## config.mk

```make
export PLATFORM = sky130hd
export DESIGN_NAME = irq_top
export DESIGN_NICKNAME = d
export VERILOG_FILES = /design/src/irq_pkg.sv /design/src/mem_bus_if.sv /design/src/irq_top.sv /design/src/vector_ram.sv /design/src/bus_arbiter.sv /design/src/host_port.sv /design/src/vector_fetch.sv /design/src/irq_ctrl.sv
export SDC_FILE = /design/constraint.sdc
export NUM_CORES = 1
export LEC_CHECK = 0
export BUFFER_PORTS_ARGS = -buffer_cell sky130_fd_sc_hd__buf_2
export CORE_UTILIZATION = 41
export DETAILED_ROUTE_END_ITERATION = 8
export GPL_TIMING_DRIVEN = 0
export PLACE_DENSITY = 0.64
export SETUP_SLACK_MARGIN = 0.15
export SLEW_MARGIN = 20
export SYNTH_ARGS = -nofsm -noshare
export SYNTH_HDL_FRONTEND = slang
export SYNTH_SLANG_ARGS = --single-unit
```

## constraint.sdc

```tcl
create_clock -name clk_i -period 4.7 [get_ports clk_i]
set_input_delay 0.47 -clock clk_i [delete_from_list [all_inputs] [get_ports clk_i]]
set_output_delay 0.47 -clock clk_i [all_outputs]
set_load 0.02 [all_outputs]
```

## src/irq_pkg.sv

```systemverilog
`default_nettype none

package irq_pkg;

  // number of level interrupt lines
  localparam int INT_VECT_LEN = 8;

  // width of a line index
  localparam int IDX_W = $clog2(INT_VECT_LEN);

  // handler address and data word width
  localparam int XLEN = 32;

  // host write address width
  localparam int HOST_ADDR_W = 5;

  // host address of the mask register
  // table entries sit at 0 .. INT_VECT_LEN-1, the rest is unmapped
  localparam logic [HOST_ADDR_W-1:0] MASK_ADDR = 5'd16;

  // serve state of the controller
  // encoding 2'b11 is never used
  typedef enum logic [1:0] {
    IRQ_IDLE    = 2'b00,
    IRQ_PENDING = 2'b01,
    IRQ_ACTIVE  = 2'b10
  } irq_state_e;

endpackage

`default_nettype wire
```

## src/mem_bus_if.sv

```systemverilog
`default_nettype none

interface mem_bus_if
  import irq_pkg::*;
();

  logic             req;
  logic             we;
  logic [IDX_W-1:0] addr;
  logic [XLEN-1:0]  wdata;
  // combinational from req
  logic             gnt;
  // valid one cycle after a granted read
  logic [XLEN-1:0]  rdata;

  modport requester (
    output req,
    output we,
    output addr,
    output wdata,
    input  gnt,
    input  rdata
  );

  modport memory (
    input  req,
    input  we,
    input  addr,
    input  wdata,
    output gnt,
    output rdata
  );

endinterface

`default_nettype wire

```

## src/irq_top.sv

```systemverilog
`default_nettype none

module irq_top
  import irq_pkg::*;
(
  input  wire                     clk_i,
  input  wire                     rst_i,
  input  wire  [INT_VECT_LEN-1:0] irq_lines_i,
  input  wire                     irq_ack_i,
  input  wire                     irq_clear_i,
  input  wire                     host_we_i,
  input  wire  [HOST_ADDR_W-1:0]  host_addr_i,
  input  wire  [XLEN-1:0]         host_wdata_i,
  output logic                    host_ready_o,
  output logic [INT_VECT_LEN-1:0] mask_o,
  output logic                    irq_req_o,
  output irq_state_e              irq_state_o,
  output logic [XLEN-1:0]         handler_addr_o,
  output logic                    handler_valid_o
);

  logic                    mask_we;
  logic [INT_VECT_LEN-1:0] mask_data;
  logic                    fetch_start;
  logic [IDX_W-1:0]        fetch_idx;

  mem_bus_if host_bus ();
  mem_bus_if fetch_bus ();
  mem_bus_if ram_bus ();

  irq_ctrl u_irq_ctrl (
    .clk_i         (clk_i),
    .rst_i         (rst_i),
    .irq_lines_i   (irq_lines_i),
    .mask_we_i     (mask_we),
    .mask_data_i   (mask_data),
    .irq_ack_i     (irq_ack_i),
    .irq_clear_i   (irq_clear_i),
    .mask_o        (mask_o),
    .irq_req_o     (irq_req_o),
    .irq_state_o   (irq_state_o),
    .fetch_start_o (fetch_start),
    .fetch_idx_o   (fetch_idx)
  );

  vector_fetch u_vector_fetch (
    .clk_i           (clk_i),
    .rst_i           (rst_i),
    .fetch_start_i   (fetch_start),
    .fetch_idx_i     (fetch_idx),
    .bus             (fetch_bus.requester),
    .handler_addr_o  (handler_addr_o),
    .handler_valid_o (handler_valid_o)
  );

  host_port u_host_port (
    .clk_i        (clk_i),
    .rst_i        (rst_i),
    .host_we_i    (host_we_i),
    .host_addr_i  (host_addr_i),
    .host_wdata_i (host_wdata_i),
    .host_ready_o (host_ready_o),
    .mask_we_o    (mask_we),
    .mask_data_o  (mask_data),
    .bus          (host_bus.requester)
  );

  bus_arbiter u_bus_arbiter (
    .clk_i     (clk_i),
    .rst_i     (rst_i),
    .fetch_bus (fetch_bus.memory),
    .host_bus  (host_bus.memory),
    .ram_bus   (ram_bus.requester)
  );

  vector_ram u_vector_ram (
    .clk_i (clk_i),
    .bus   (ram_bus.memory)
  );

endmodule

`default_nettype wire

```

## src/vector_ram.sv

```systemverilog
`default_nettype none

module vector_ram
  import irq_pkg::*;
(
  input wire        clk_i,
  mem_bus_if.memory bus
);

  logic [XLEN-1:0] mem_q [INT_VECT_LEN];
  logic [XLEN-1:0] rdata_q;

  // never busy
  assign bus.gnt = bus.req;

  always_ff @(posedge clk_i) begin
    if (bus.req) begin
      if (bus.we) begin
        mem_q[bus.addr] <= bus.wdata;
      end else begin
        rdata_q <= mem_q[bus.addr];
      end
    end
  end

  assign bus.rdata = rdata_q;

endmodule

`default_nettype wire

```

## src/bus_arbiter.sv

```systemverilog
`default_nettype none

module bus_arbiter (
  input wire           clk_i,
  input wire           rst_i,
  mem_bus_if.memory    fetch_bus,
  mem_bus_if.memory    host_bus,
  mem_bus_if.requester ram_bus
);

  logic fetch_owns_q;

  // fetcher has fixed priority
  assign ram_bus.req   = fetch_bus.req | host_bus.req;
  assign ram_bus.we    = fetch_bus.req ? fetch_bus.we : host_bus.we;
  assign ram_bus.addr  = fetch_bus.req ? fetch_bus.addr : host_bus.addr;
  assign ram_bus.wdata = fetch_bus.req ? fetch_bus.wdata : host_bus.wdata;

  assign fetch_bus.gnt = fetch_bus.req & ram_bus.gnt;
  assign host_bus.gnt  = host_bus.req & ~fetch_bus.req & ram_bus.gnt;

  // who issued the last accepted access
  always_ff @(posedge clk_i) begin
    if (rst_i) begin
      fetch_owns_q <= 1'b0;
    end else if (ram_bus.req) begin
      fetch_owns_q <= fetch_bus.req;
    end
  end

  // read data back to its owner only
  assign fetch_bus.rdata = fetch_owns_q ? ram_bus.rdata : '0;
  assign host_bus.rdata  = fetch_owns_q ? '0 : ram_bus.rdata;

endmodule

`default_nettype wire

```

## src/host_port.sv

```systemverilog
`default_nettype none

module host_port
  import irq_pkg::*;
(
  input  wire                     clk_i,
  input  wire                     rst_i,
  input  wire                     host_we_i,
  input  wire  [HOST_ADDR_W-1:0]  host_addr_i,
  input  wire  [XLEN-1:0]         host_wdata_i,
  output logic                    host_ready_o,
  output logic                    mask_we_o,
  output logic [INT_VECT_LEN-1:0] mask_data_o,
  mem_bus_if.requester            bus
);

  logic             table_sel;
  logic             table_wr;
  logic             req;
  logic             wait_q;
  logic [IDX_W-1:0] hold_addr_q;
  logic [XLEN-1:0]  hold_data_q;

  assign table_sel = (host_addr_i < HOST_ADDR_W'(INT_VECT_LEN));
  assign table_wr  = host_we_i & table_sel;

  // mask writes bypass the bus
  assign mask_we_o   = host_we_i && (host_addr_i == MASK_ADDR);
  assign mask_data_o = host_wdata_i[INT_VECT_LEN-1:0];

  // a denied table write keeps requesting
  assign req       = table_wr | wait_q;
  assign bus.req   = req;
  assign bus.we    = 1'b1;
  assign bus.addr  = wait_q ? hold_addr_q : host_addr_i[IDX_W-1:0];
  assign bus.wdata = wait_q ? hold_data_q : host_wdata_i;

  assign host_ready_o = ~(req & ~bus.gnt);

  always_ff @(posedge clk_i) begin
    if (rst_i) begin
      wait_q <= 1'b0;
    end else begin
      wait_q <= req & ~bus.gnt;
    end
  end

  // snapshot of the write on its first cycle
  always_ff @(posedge clk_i) begin
    if (table_wr && !wait_q) begin
      hold_addr_q <= host_addr_i[IDX_W-1:0];
      hold_data_q <= host_wdata_i;
    end
  end

endmodule

`default_nettype wire

```

## src/vector_fetch.sv

```systemverilog
`default_nettype none

module vector_fetch
  import irq_pkg::*;
(
  input  wire              clk_i,
  input  wire              rst_i,
  input  wire              fetch_start_i,
  input  wire  [IDX_W-1:0] fetch_idx_i,
  mem_bus_if.requester     bus,
  output logic [XLEN-1:0]  handler_addr_o,
  output logic             handler_valid_o
);

  logic            req_q;
  logic            valid_q;
  logic [XLEN-1:0] addr_q;

  // read only, index stays stable while the line is active
  assign bus.req   = req_q;
  assign bus.we    = 1'b0;
  assign bus.addr  = fetch_idx_i;
  assign bus.wdata = '0;

  always_ff @(posedge clk_i) begin
    if (rst_i) begin
      req_q   <= 1'b0;
      valid_q <= 1'b0;
    end else begin
      if (fetch_start_i) begin
        req_q <= 1'b1;
      end else if (bus.gnt) begin
        req_q <= 1'b0;
      end
      // data lands one cycle after the granted read
      valid_q <= req_q & bus.gnt;
    end
  end

  // keep the address after the valid pulse
  always_ff @(posedge clk_i) begin
    if (valid_q) begin
      addr_q <= bus.rdata;
    end
  end

  // table word goes out in the same cycle as valid
  assign handler_addr_o  = valid_q ? bus.rdata : addr_q;
  assign handler_valid_o = valid_q;

endmodule

`default_nettype wire

```

## src/irq_ctrl.sv

```systemverilog
`default_nettype none

module irq_ctrl
  import irq_pkg::*;
(
  input  wire                     clk_i,
  input  wire                     rst_i,
  input  wire  [INT_VECT_LEN-1:0] irq_lines_i,
  input  wire                     mask_we_i,
  input  wire  [INT_VECT_LEN-1:0] mask_data_i,
  input  wire                     irq_ack_i,
  input  wire                     irq_clear_i,
  output logic [INT_VECT_LEN-1:0] mask_o,
  output logic                    irq_req_o,
  output irq_state_e              irq_state_o,
  output logic                    fetch_start_o,
  output logic [IDX_W-1:0]        fetch_idx_o
);

  logic [INT_VECT_LEN-1:0] mask_q;
  logic [INT_VECT_LEN-1:0] masked;
  logic [INT_VECT_LEN-1:0] pending_q;
  logic [INT_VECT_LEN-1:0] seen;
  logic [INT_VECT_LEN-1:0] lowest;
  logic [INT_VECT_LEN-1:0] serving_q;
  irq_state_e              state_q;
  logic                    clear_hit;
  logic                    start_q;
  logic [IDX_W-1:0]        idx;

  assign masked    = irq_lines_i & mask_q;
  assign clear_hit = irq_clear_i && (state_q == IRQ_ACTIVE);

  always_ff @(posedge clk_i) begin
    if (rst_i) begin
      mask_q <= '0;
    end else if (mask_we_i) begin
      mask_q <= mask_data_i;
    end
  end

  // accumulate every cycle, drop the served bit on clear
  always_ff @(posedge clk_i) begin
    if (rst_i) begin
      pending_q <= '0;
    end else if (clear_hit) begin
      pending_q <= (pending_q & ~serving_q) | masked;
    end else begin
      pending_q <= pending_q | masked;
    end
  end

  // priority chain, bit 0 wins
  assign seen[0]   = 1'b0;
  assign lowest[0] = pending_q[0];
  for (genvar i = 1; i < INT_VECT_LEN; i++) begin : g_chain
    assign seen[i]   = seen[i-1] | pending_q[i-1];
    assign lowest[i] = pending_q[i] & ~seen[i];
  end

  always_ff @(posedge clk_i) begin
    if (rst_i) begin
      state_q   <= IRQ_IDLE;
      serving_q <= '0;
      start_q   <= 1'b0;
    end else begin
      start_q <= 1'b0;
      case (state_q)
        IRQ_IDLE: begin
          if (|lowest) begin
            serving_q <= lowest;
            state_q   <= IRQ_PENDING;
          end
        end
        IRQ_PENDING: begin
          if (irq_ack_i) begin
            state_q <= IRQ_ACTIVE;
            start_q <= 1'b1;
          end
        end
        IRQ_ACTIVE: begin
          if (irq_clear_i) begin
            serving_q <= '0;
            state_q   <= IRQ_IDLE;
          end
        end
        default: begin
          state_q <= IRQ_IDLE;
        end
      endcase
    end
  end

  // one-hot to index
  always_comb begin
    idx = '0;
    for (int j = 0; j < INT_VECT_LEN; j++) begin
      if (serving_q[j]) begin
        idx = IDX_W'(j);
      end
    end
  end

  assign mask_o        = mask_q;
  assign irq_req_o     = (state_q == IRQ_PENDING);
  assign irq_state_o   = state_q;
  assign fetch_start_o = start_q;
  assign fetch_idx_o   = idx;

endmodule

`default_nettype wire

```

# Word level (Yosys, flattened, before mapping)
# Memories as Yosys holds them, arrays and structs flattened. A register that Yosys moved wholly into a read port is not among the register bits.
# Cells that the tools add are included.
# W data, S select, Z words.
dict set report classes {
  n_reduce_logical 12
  bitwise 37
  n_div 0
  magnitude_cmp 1
  n_mul 0
  eq_ne 6
  n_mux 27
  n_shift 0
  add_sub_neg 0
}
# cell n
set ops {}
lappend ops {{$mux W32} 4}
lappend ops {{$mux W8} 3}
lappend ops {{$mux W3} 6}
lappend ops {{$and A8 B8 Y8} 2}
lappend ops {{$or A8 B8 Y8} 2}
lappend ops {{$pmux W8 S2} 1}
lappend ops {{$and A1 B1 Y1} 13}
lappend ops {{$not A1 Y1} 11}
lappend ops {{$mux W2} 5}
lappend ops {{$not A8 Y8} 1}
lappend ops {{$or A1 B1 Y1} 8}
lappend ops {{$reduce_or A8 Y1} 1}
lappend ops {{$mux W1} 7}
lappend ops {{$pmux W2 S3} 1}
lappend ops {{$reduce_and A3 Y1} 2}
lappend ops {{$eq A5 B5 Y1 const B} 1}
lappend ops {{$lt A5 B4 Y1 const B} 1}
lappend ops {{$ne A2 B2 Y1 const B} 2}
lappend ops {{$reduce_bool A2 Y1} 2}
lappend ops {{$logic_and A1 B1 Y1} 3}
lappend ops {{$eq A2 B1 Y1 const B} 1}
lappend ops {{$eq A2 B2 Y1 const B} 1}
lappend ops {{$logic_not A2 Y1} 1}
lappend ops {{$ne A2 B1 Y1 const B} 1}
lappend ops {{3 further kinds} 3}
dict set report totals {
  output_inout_bits 45
  memories 1
  mem_bits_rw 256
  latchBits 0
  elab_cells 96
  rom_bits 0
  in_bits 50
  regBits 98
}
# memory depth width read_ports rd_clocked_by_memory_dff wr line
set mem_list {}
lappend mem_list {u_vector_ram.mem_q 8 32 1 1 1 vector_ram.sv:10} ;# logic [XLEN-1:0] mem_q [INT_VECT_LEN];

# Depth between registers and ports, before layout
dict set report logic_depth {
  word_depth 11
  depth_mapped 8
  mapped_depth_nobuf 5
}

# Cells and area by module
# From an unflattened synthesis, not the netlist that was laid out.
dict set report unflattened {
  hier_cells 869
  area_unflattened_um2 16116.7
}
# mod n_inst cells_each seq_area_each_um2 area_each_um2
set by_module_without_submodules {}
lappend by_module_without_submodules {vector_ram 1 426 8648.3 10879.2}
lappend by_module_without_submodules {host_port 1 94 1071.0 1652.8}
lappend by_module_without_submodules {vector_fetch 1 112 680.7 1521.5}
lappend by_module_without_submodules {irq_ctrl 1 119 540.5 1106.1}
lappend by_module_without_submodules {bus_arbiter 1 118 20.0 957.2}

# Least setup slack after synthesis
# No wires, ideal clock.
dict set report synth_path {
  kind {reg2reg}
  startpoint {register u_host_port.wait_q}
  endpoint {register u_host_port.hold_addr_q[0], enable pin}
  setup_time_ns 0.471
  arrival_ns 3.276
  period_less_slack_ns 3.747
  n_path_buf 2
  t_required_ns 4.229
  stages_incl_launch_ff 4
  slack_ns 0.953
  cell_sequence {dfxtp_1 buf_4 buf_1 nor3_1}
}
dict set report synth_via {
  elab_chain_cells 2
}
# item line
set synth_rtl {}
lappend synth_rtl {{from (decl)} host_port.sv:20} ;# logic wait_q;
lappend synth_rtl {{from (signal assigned)} host_port.sv:44} ;# wait_q <= req & ~bus.gnt;
lappend synth_rtl {{$logic_not A1 Y1} host_port.sv:50} ;# if (table_wr && !wait_q) begin
lappend synth_rtl {{$logic_and A1 B1 Y1} host_port.sv:50}
lappend synth_rtl {{to (signal assigned)} host_port.sv:51} ;# hold_addr_q <= host_addr_i[IDX_W-1:0];
lappend synth_rtl {{to (decl)} host_port.sv:21} ;# logic [IDX_W-1:0] hold_addr_q;
# Every way passes these cells.
# A chain may end at the register's enable or synchronous reset.

# Final worst setup path
dict set report layout_path {
  startpoint {register u_host_port.wait_q}
  endpoint {memory u_vector_ram.mem_q[6][14], enable pin}
}
dict set report layout_via {
  elab_chain_cells 4
}
# item line
set layout_rtl {}
lappend layout_rtl {{$or A1 B1 Y1} host_port.sv:32} ;# assign req = table_wr | wait_q;
lappend layout_rtl {{$or A1 B1 Y1} bus_arbiter.sv:14} ;# assign ram_bus.req = fetch_bus.req | host_bus.req;
lappend layout_rtl {{$mux W1} vector_ram.sv:17} ;# if (bus.req) begin
lappend layout_rtl {{$mux W1 (not written as such)} vector_ram.sv:19} ;# mem_q[bus.addr] <= bus.wdata;
lappend layout_rtl {{to (decl)} vector_ram.sv:10}
# Several ways; a longest one is shown, not always the timed one.

==> flow_metrics.py <==
metrics = {
    "clocking": {
        "cts_root_buffer": "clkbuf_16",
        "post-cts-setup-buffers": 0,
        "cts_made_buffers": 42,
        "worstSkewPairLatency_ps": 540,
        "cts_tree": "built",
        "path_clk_slew_ps": 60,
        "cts.sinks": 386,
        "clock_path_buffers": 3,
        "htreeDepth": 2,
        "cts-resized-gates": 0,
        "cts_hold_buf": 0,
    },
    "route": {
        "via_per_inst": 5.59,
        "drc": 0,
        "ant_nets": 0,
        "drt_first_pass_iters": 6,
        "num_vias": 10422,
        "finalWirelength_um": 41700,
        "avgRoutedWirePerCell_um": 22.4,
        "first_iter_violations": 1080,
    },
    "sta": {
        "finalSetupTns_ps": 0,
        "slew_headroom_pct": 49.0,
        "skew_ps": 19.1,
        "final_max_slew_viol_count": 0,
        "hold_violations": 0,
        "fin_crit_sh_pct": 72.1,
        "setup_violations": 0,
        "tightest_slew_ps": 763,
        "rsz0062_at_grt": "false",
        "finalCriticalPeriod_ps": 3390,
        "max_freq_mhz": 295,
    },
    "layout": {
        "diodes": 0,
        "fin_util_pct": 49.4,
        "final_nets": 1368,
        "final_layout_size_suffix_gt1_share_pct": 21.0,
        "synthToLayoutAreaGrowth_pct": 17.4,
    },
    "global_routing": {
        "first_global_vias": 10378,
        "grt_pass1_wl_um": 62500,
        "gr-usage-all-layers_pct": 21.3,
        "overflow": 0,
        "grt_max_degree": 22,
        "grt_antenna_before_repair": 0,
    },
    "power_and_ir_drop": {
        "ir_worst_vdd_uv": 273,
        "p_sw_w": 0.00162,
        "powerDensity_nw_per_um2": 397,
        "swShare_pct": 21.8,
        "internal_power_w": 0.00582,
        "p_seq_share_pct": 50.9,
        "p_clk_share_pct": 42.7,
        "p_comb_share_pct": 6.4,
        "p_leak_nw": 6.31,
    },
    "min_path": {
        "min_path_type": "in2reg",
        "holdPathStages": 1,
    },
    "floorplan": {
        "start_util_pct": 42.0,
        "core.rowCount": 71,
        "pin_count": 95,
        "die_h_um": 199,
        "die_x_um": 199,
        "dieArea_sq_um": 39800,
        "core_sq_um": 38000,
    },
    "logic_synthesis": {
        "ys_types": 51,
        "netlist_area_sq_um": 16000,
        "synth-seq-cells": 386,
        "yosys.cell_count.top_type": "edfxtp_1",
        "synth_fa_ha_area_share_pct": 0,
        "synth-compound-area-share_pct": 13.5,
        "ys_seq_area_share_pct": 68.6,
        "synthTopCellsByArea": "edfxtp_1 61%, dfxtp_1 7.9%, mux2i_1 4.6%",
        "yosysTopAreaCell": "edfxtp_1",
        "synth_xor_area_share_pct": 0,
        "ys_async_sr_fraction_pct": 0,
        "netlist_instances": 1167,
        "synth_edf_count": 323,
        "synthesis.nets": 1217,
        "synth_mux_area_share_pct": 6.98,
        "synth-simple-area-share_pct": 7.06,
        "synthTopCellsByCount": "323 x edfxtp_1, 90 x o21ai_0, 86 x nand2_1",
        "ys.flop_type": "edfxtp_1",
        "yosysWarnings": 0,
        "avgSynthCellArea_sq_um": 13.7,
        "synth_top_area_share_pct": 60.7,
        "synth_top_family_by_area": "compound AO/OA/AOI/OAI gates",
    },
    "placement": {
        "numPortBuffers": 94,
        "dp_hpwl_um": 27300,
        "routabilityCongestion": 0.849,
    },
    "critical_path": {
        "reg2reg_slack_ps": 1310,
        "regToRegStartpoint": "u_host_port.wait_q$_SDFF_PP0_",
        "cp_max_fo": 18,
        "r2r_cells": 8,
        "cp-start-kind": "flip-flop",
        "worst-setup-path-type": "reg2reg",
        "cp-startpoint": "u_host_port.wait_q$_SDFF_PP0_",
        "endpoint_kind": "flip-flop",
        "crit_end": "u_vector_ram.mem_q[6][14]$_DFFE_PP_",
        "required_ps": 4940,
        "reg2reg_to": "u_vector_ram.mem_q[6][14]$_DFFE_PP_",
        "worst-endpoint-arrival_ps": 3630,
    },
    "status": {
        "status": "finished, final reports clean",
    },
    "run": {
        "cap_violations": 0,
    },
}
-- registers in the layout, summed over array words and instances, names as in the netlist --
name                            count
u_vector_ram.mem_q                256
u_host_port.hold_data_q            32
u_vector_fetch.addr_q              32
u_vector_ram.bus.rdata             32
u_irq_ctrl.mask_o                   8
u_irq_ctrl.pending_q                8
u_irq_ctrl.serving_q                8
u_host_port.hold_addr_q             3
u_irq_ctrl.irq_state_o              2
u_bus_arbiter.fetch_owns_q          1
u_host_port.wait_q                  1
u_irq_ctrl.fetch_start_o            1
u_vector_fetch.bus.req              1
u_vector_fetch.handler_valid_o      1
-- worst max-delay path, stage by stage (launching register included) --
cell and delay, ps:
dfxtp_1 400, buf_4 270, nand3_1 110, a31oi_1 260, buf_2 300, buf_1 550
inv_1 270, nor2_4 670, buf_16 230
-- worst min path at each step --
stage,start,end
floorplan,u_irq_ctrl.fetch_start_o$_SDFF_PP0_,u_vector_fetch.bus.req$_SDFFE_PP0P_
global placement,u_irq_ctrl.fetch_start_o$_SDFF_PP0_,u_vector_fetch.bus.req$_SDFFE_PP0P_
detailed placement,u_irq_ctrl.fetch_start_o$_SDFF_PP0_,u_vector_fetch.bus.req$_SDFFE_PP0P_
CTS,host_wdata_i[26],u_host_port.hold_data_q[26]$_DFFE_PP_
global route,host_wdata_i[26],u_host_port.hold_data_q[26]$_DFFE_PP_
finish,host_wdata_i[30],u_host_port.hold_data_q[30]$_DFFE_PP_
-- placed cells by master, fill, tap and decap left out, types with 3 or more instances in the layout --
| cell | count |
|---|---|
| edfxtp_1 | 323 |
| buf_2 | 127 |
| o21ai_0 | 90 |
| nand2_1 | 86 |
| mux2i_1 | 74 |
| nand3_1 | 70 |
| dfxtp_1 | 63 |
| clkbuf_1 | 59 |
| nor2_1 | 59 |
| clkbuf_16 | 45 |
| a21oi_1 | 43 |
| inv_1 | 38 |
| a31oi_1 | 33 |
| o2111a_1 | 32 |
| o2bb2ai_1 | 32 |
| mux2_2 | 28 |
| o2111ai_2 | 28 |
| buf_4 | 9 |
| o21ai_1 | 9 |
| nor2_4 | 8 |
| a22oi_1 | 8 |
| buf_1 | 6 |
| buf_16 | 6 |
| nand2b_1 | 5 |
| clkbuf_8 | 5 |
| nor2b_1 | 4 |
| buf_6 | 4 |
| buf_12 | 4 |
| mux2_1 | 4 |
| o2111ai_1 | 4 |
| clkinv_2 | 4 |
| nor3_1 | 3 |
| nand4b_1 | 3 |
| clkinvlp_4 | 3 |
| clkinv_1 | 3 |
-- metrics by stage --
step	hold WS [ps]	instances	setup WS, ps	instance area, sq um	total power (W)
2_1_floorplan	414	1167	953	16000	0.00415
3_3_place_gp	436	1772	-1340	17100	0.00432
3_5_place_dp	448	1785	1320	17400	0.00433
4_1_cts	102	1863	1370	18800	0.00749
5_1_grt	105	1863	1180	18800	0.00768
6_report	118	1863	1310	18800	0.00744
-- layer usage --
layer  wire (um)  GRT usage, %  vias up
met5           0             0        -
met4        1060          6.79        0
met3        2760          3.93       71
met2       20000          34.8      397
met1       17900          28.6     5179
li1            -             -     4775
-- cell families (layout without fill, tap and decap cells) --
logic type | Yosys count | in the layout
AO/OA/AOI/OAI | 288 | 288
buffers and inverters | 133 | 318
flip-flops | 386 | 386
multiplexers | 107 | 107
AND/OR/NAND/NOR | 253 | 253
-- power groups by stage --
stage	registers, W	clock network (W)	logic, W
global placement	0.00386	0	0.000456
global route	0.00379	0.00337	0.000515
CTS	0.00379	0.00322	0.000477
finish	0.00379	0.00318	0.000474
floorplan	0.00386	0	0.000288
detailed placement	0.00386	0	0.000475
-- cell type report --
type / count / area, sq um
fill: 3358 / 19300
sequential: 386 / 11000
multi-input combinational: 648 / 4470
clock buffer: 67 / 1260
timing repair buffer: 107 / 728
tap: 511 / 639
buffer: 95 / 485
inverter: 38 / 143
clock inverter: 11 / 83.8
Power figures use the tool's default switching activity.
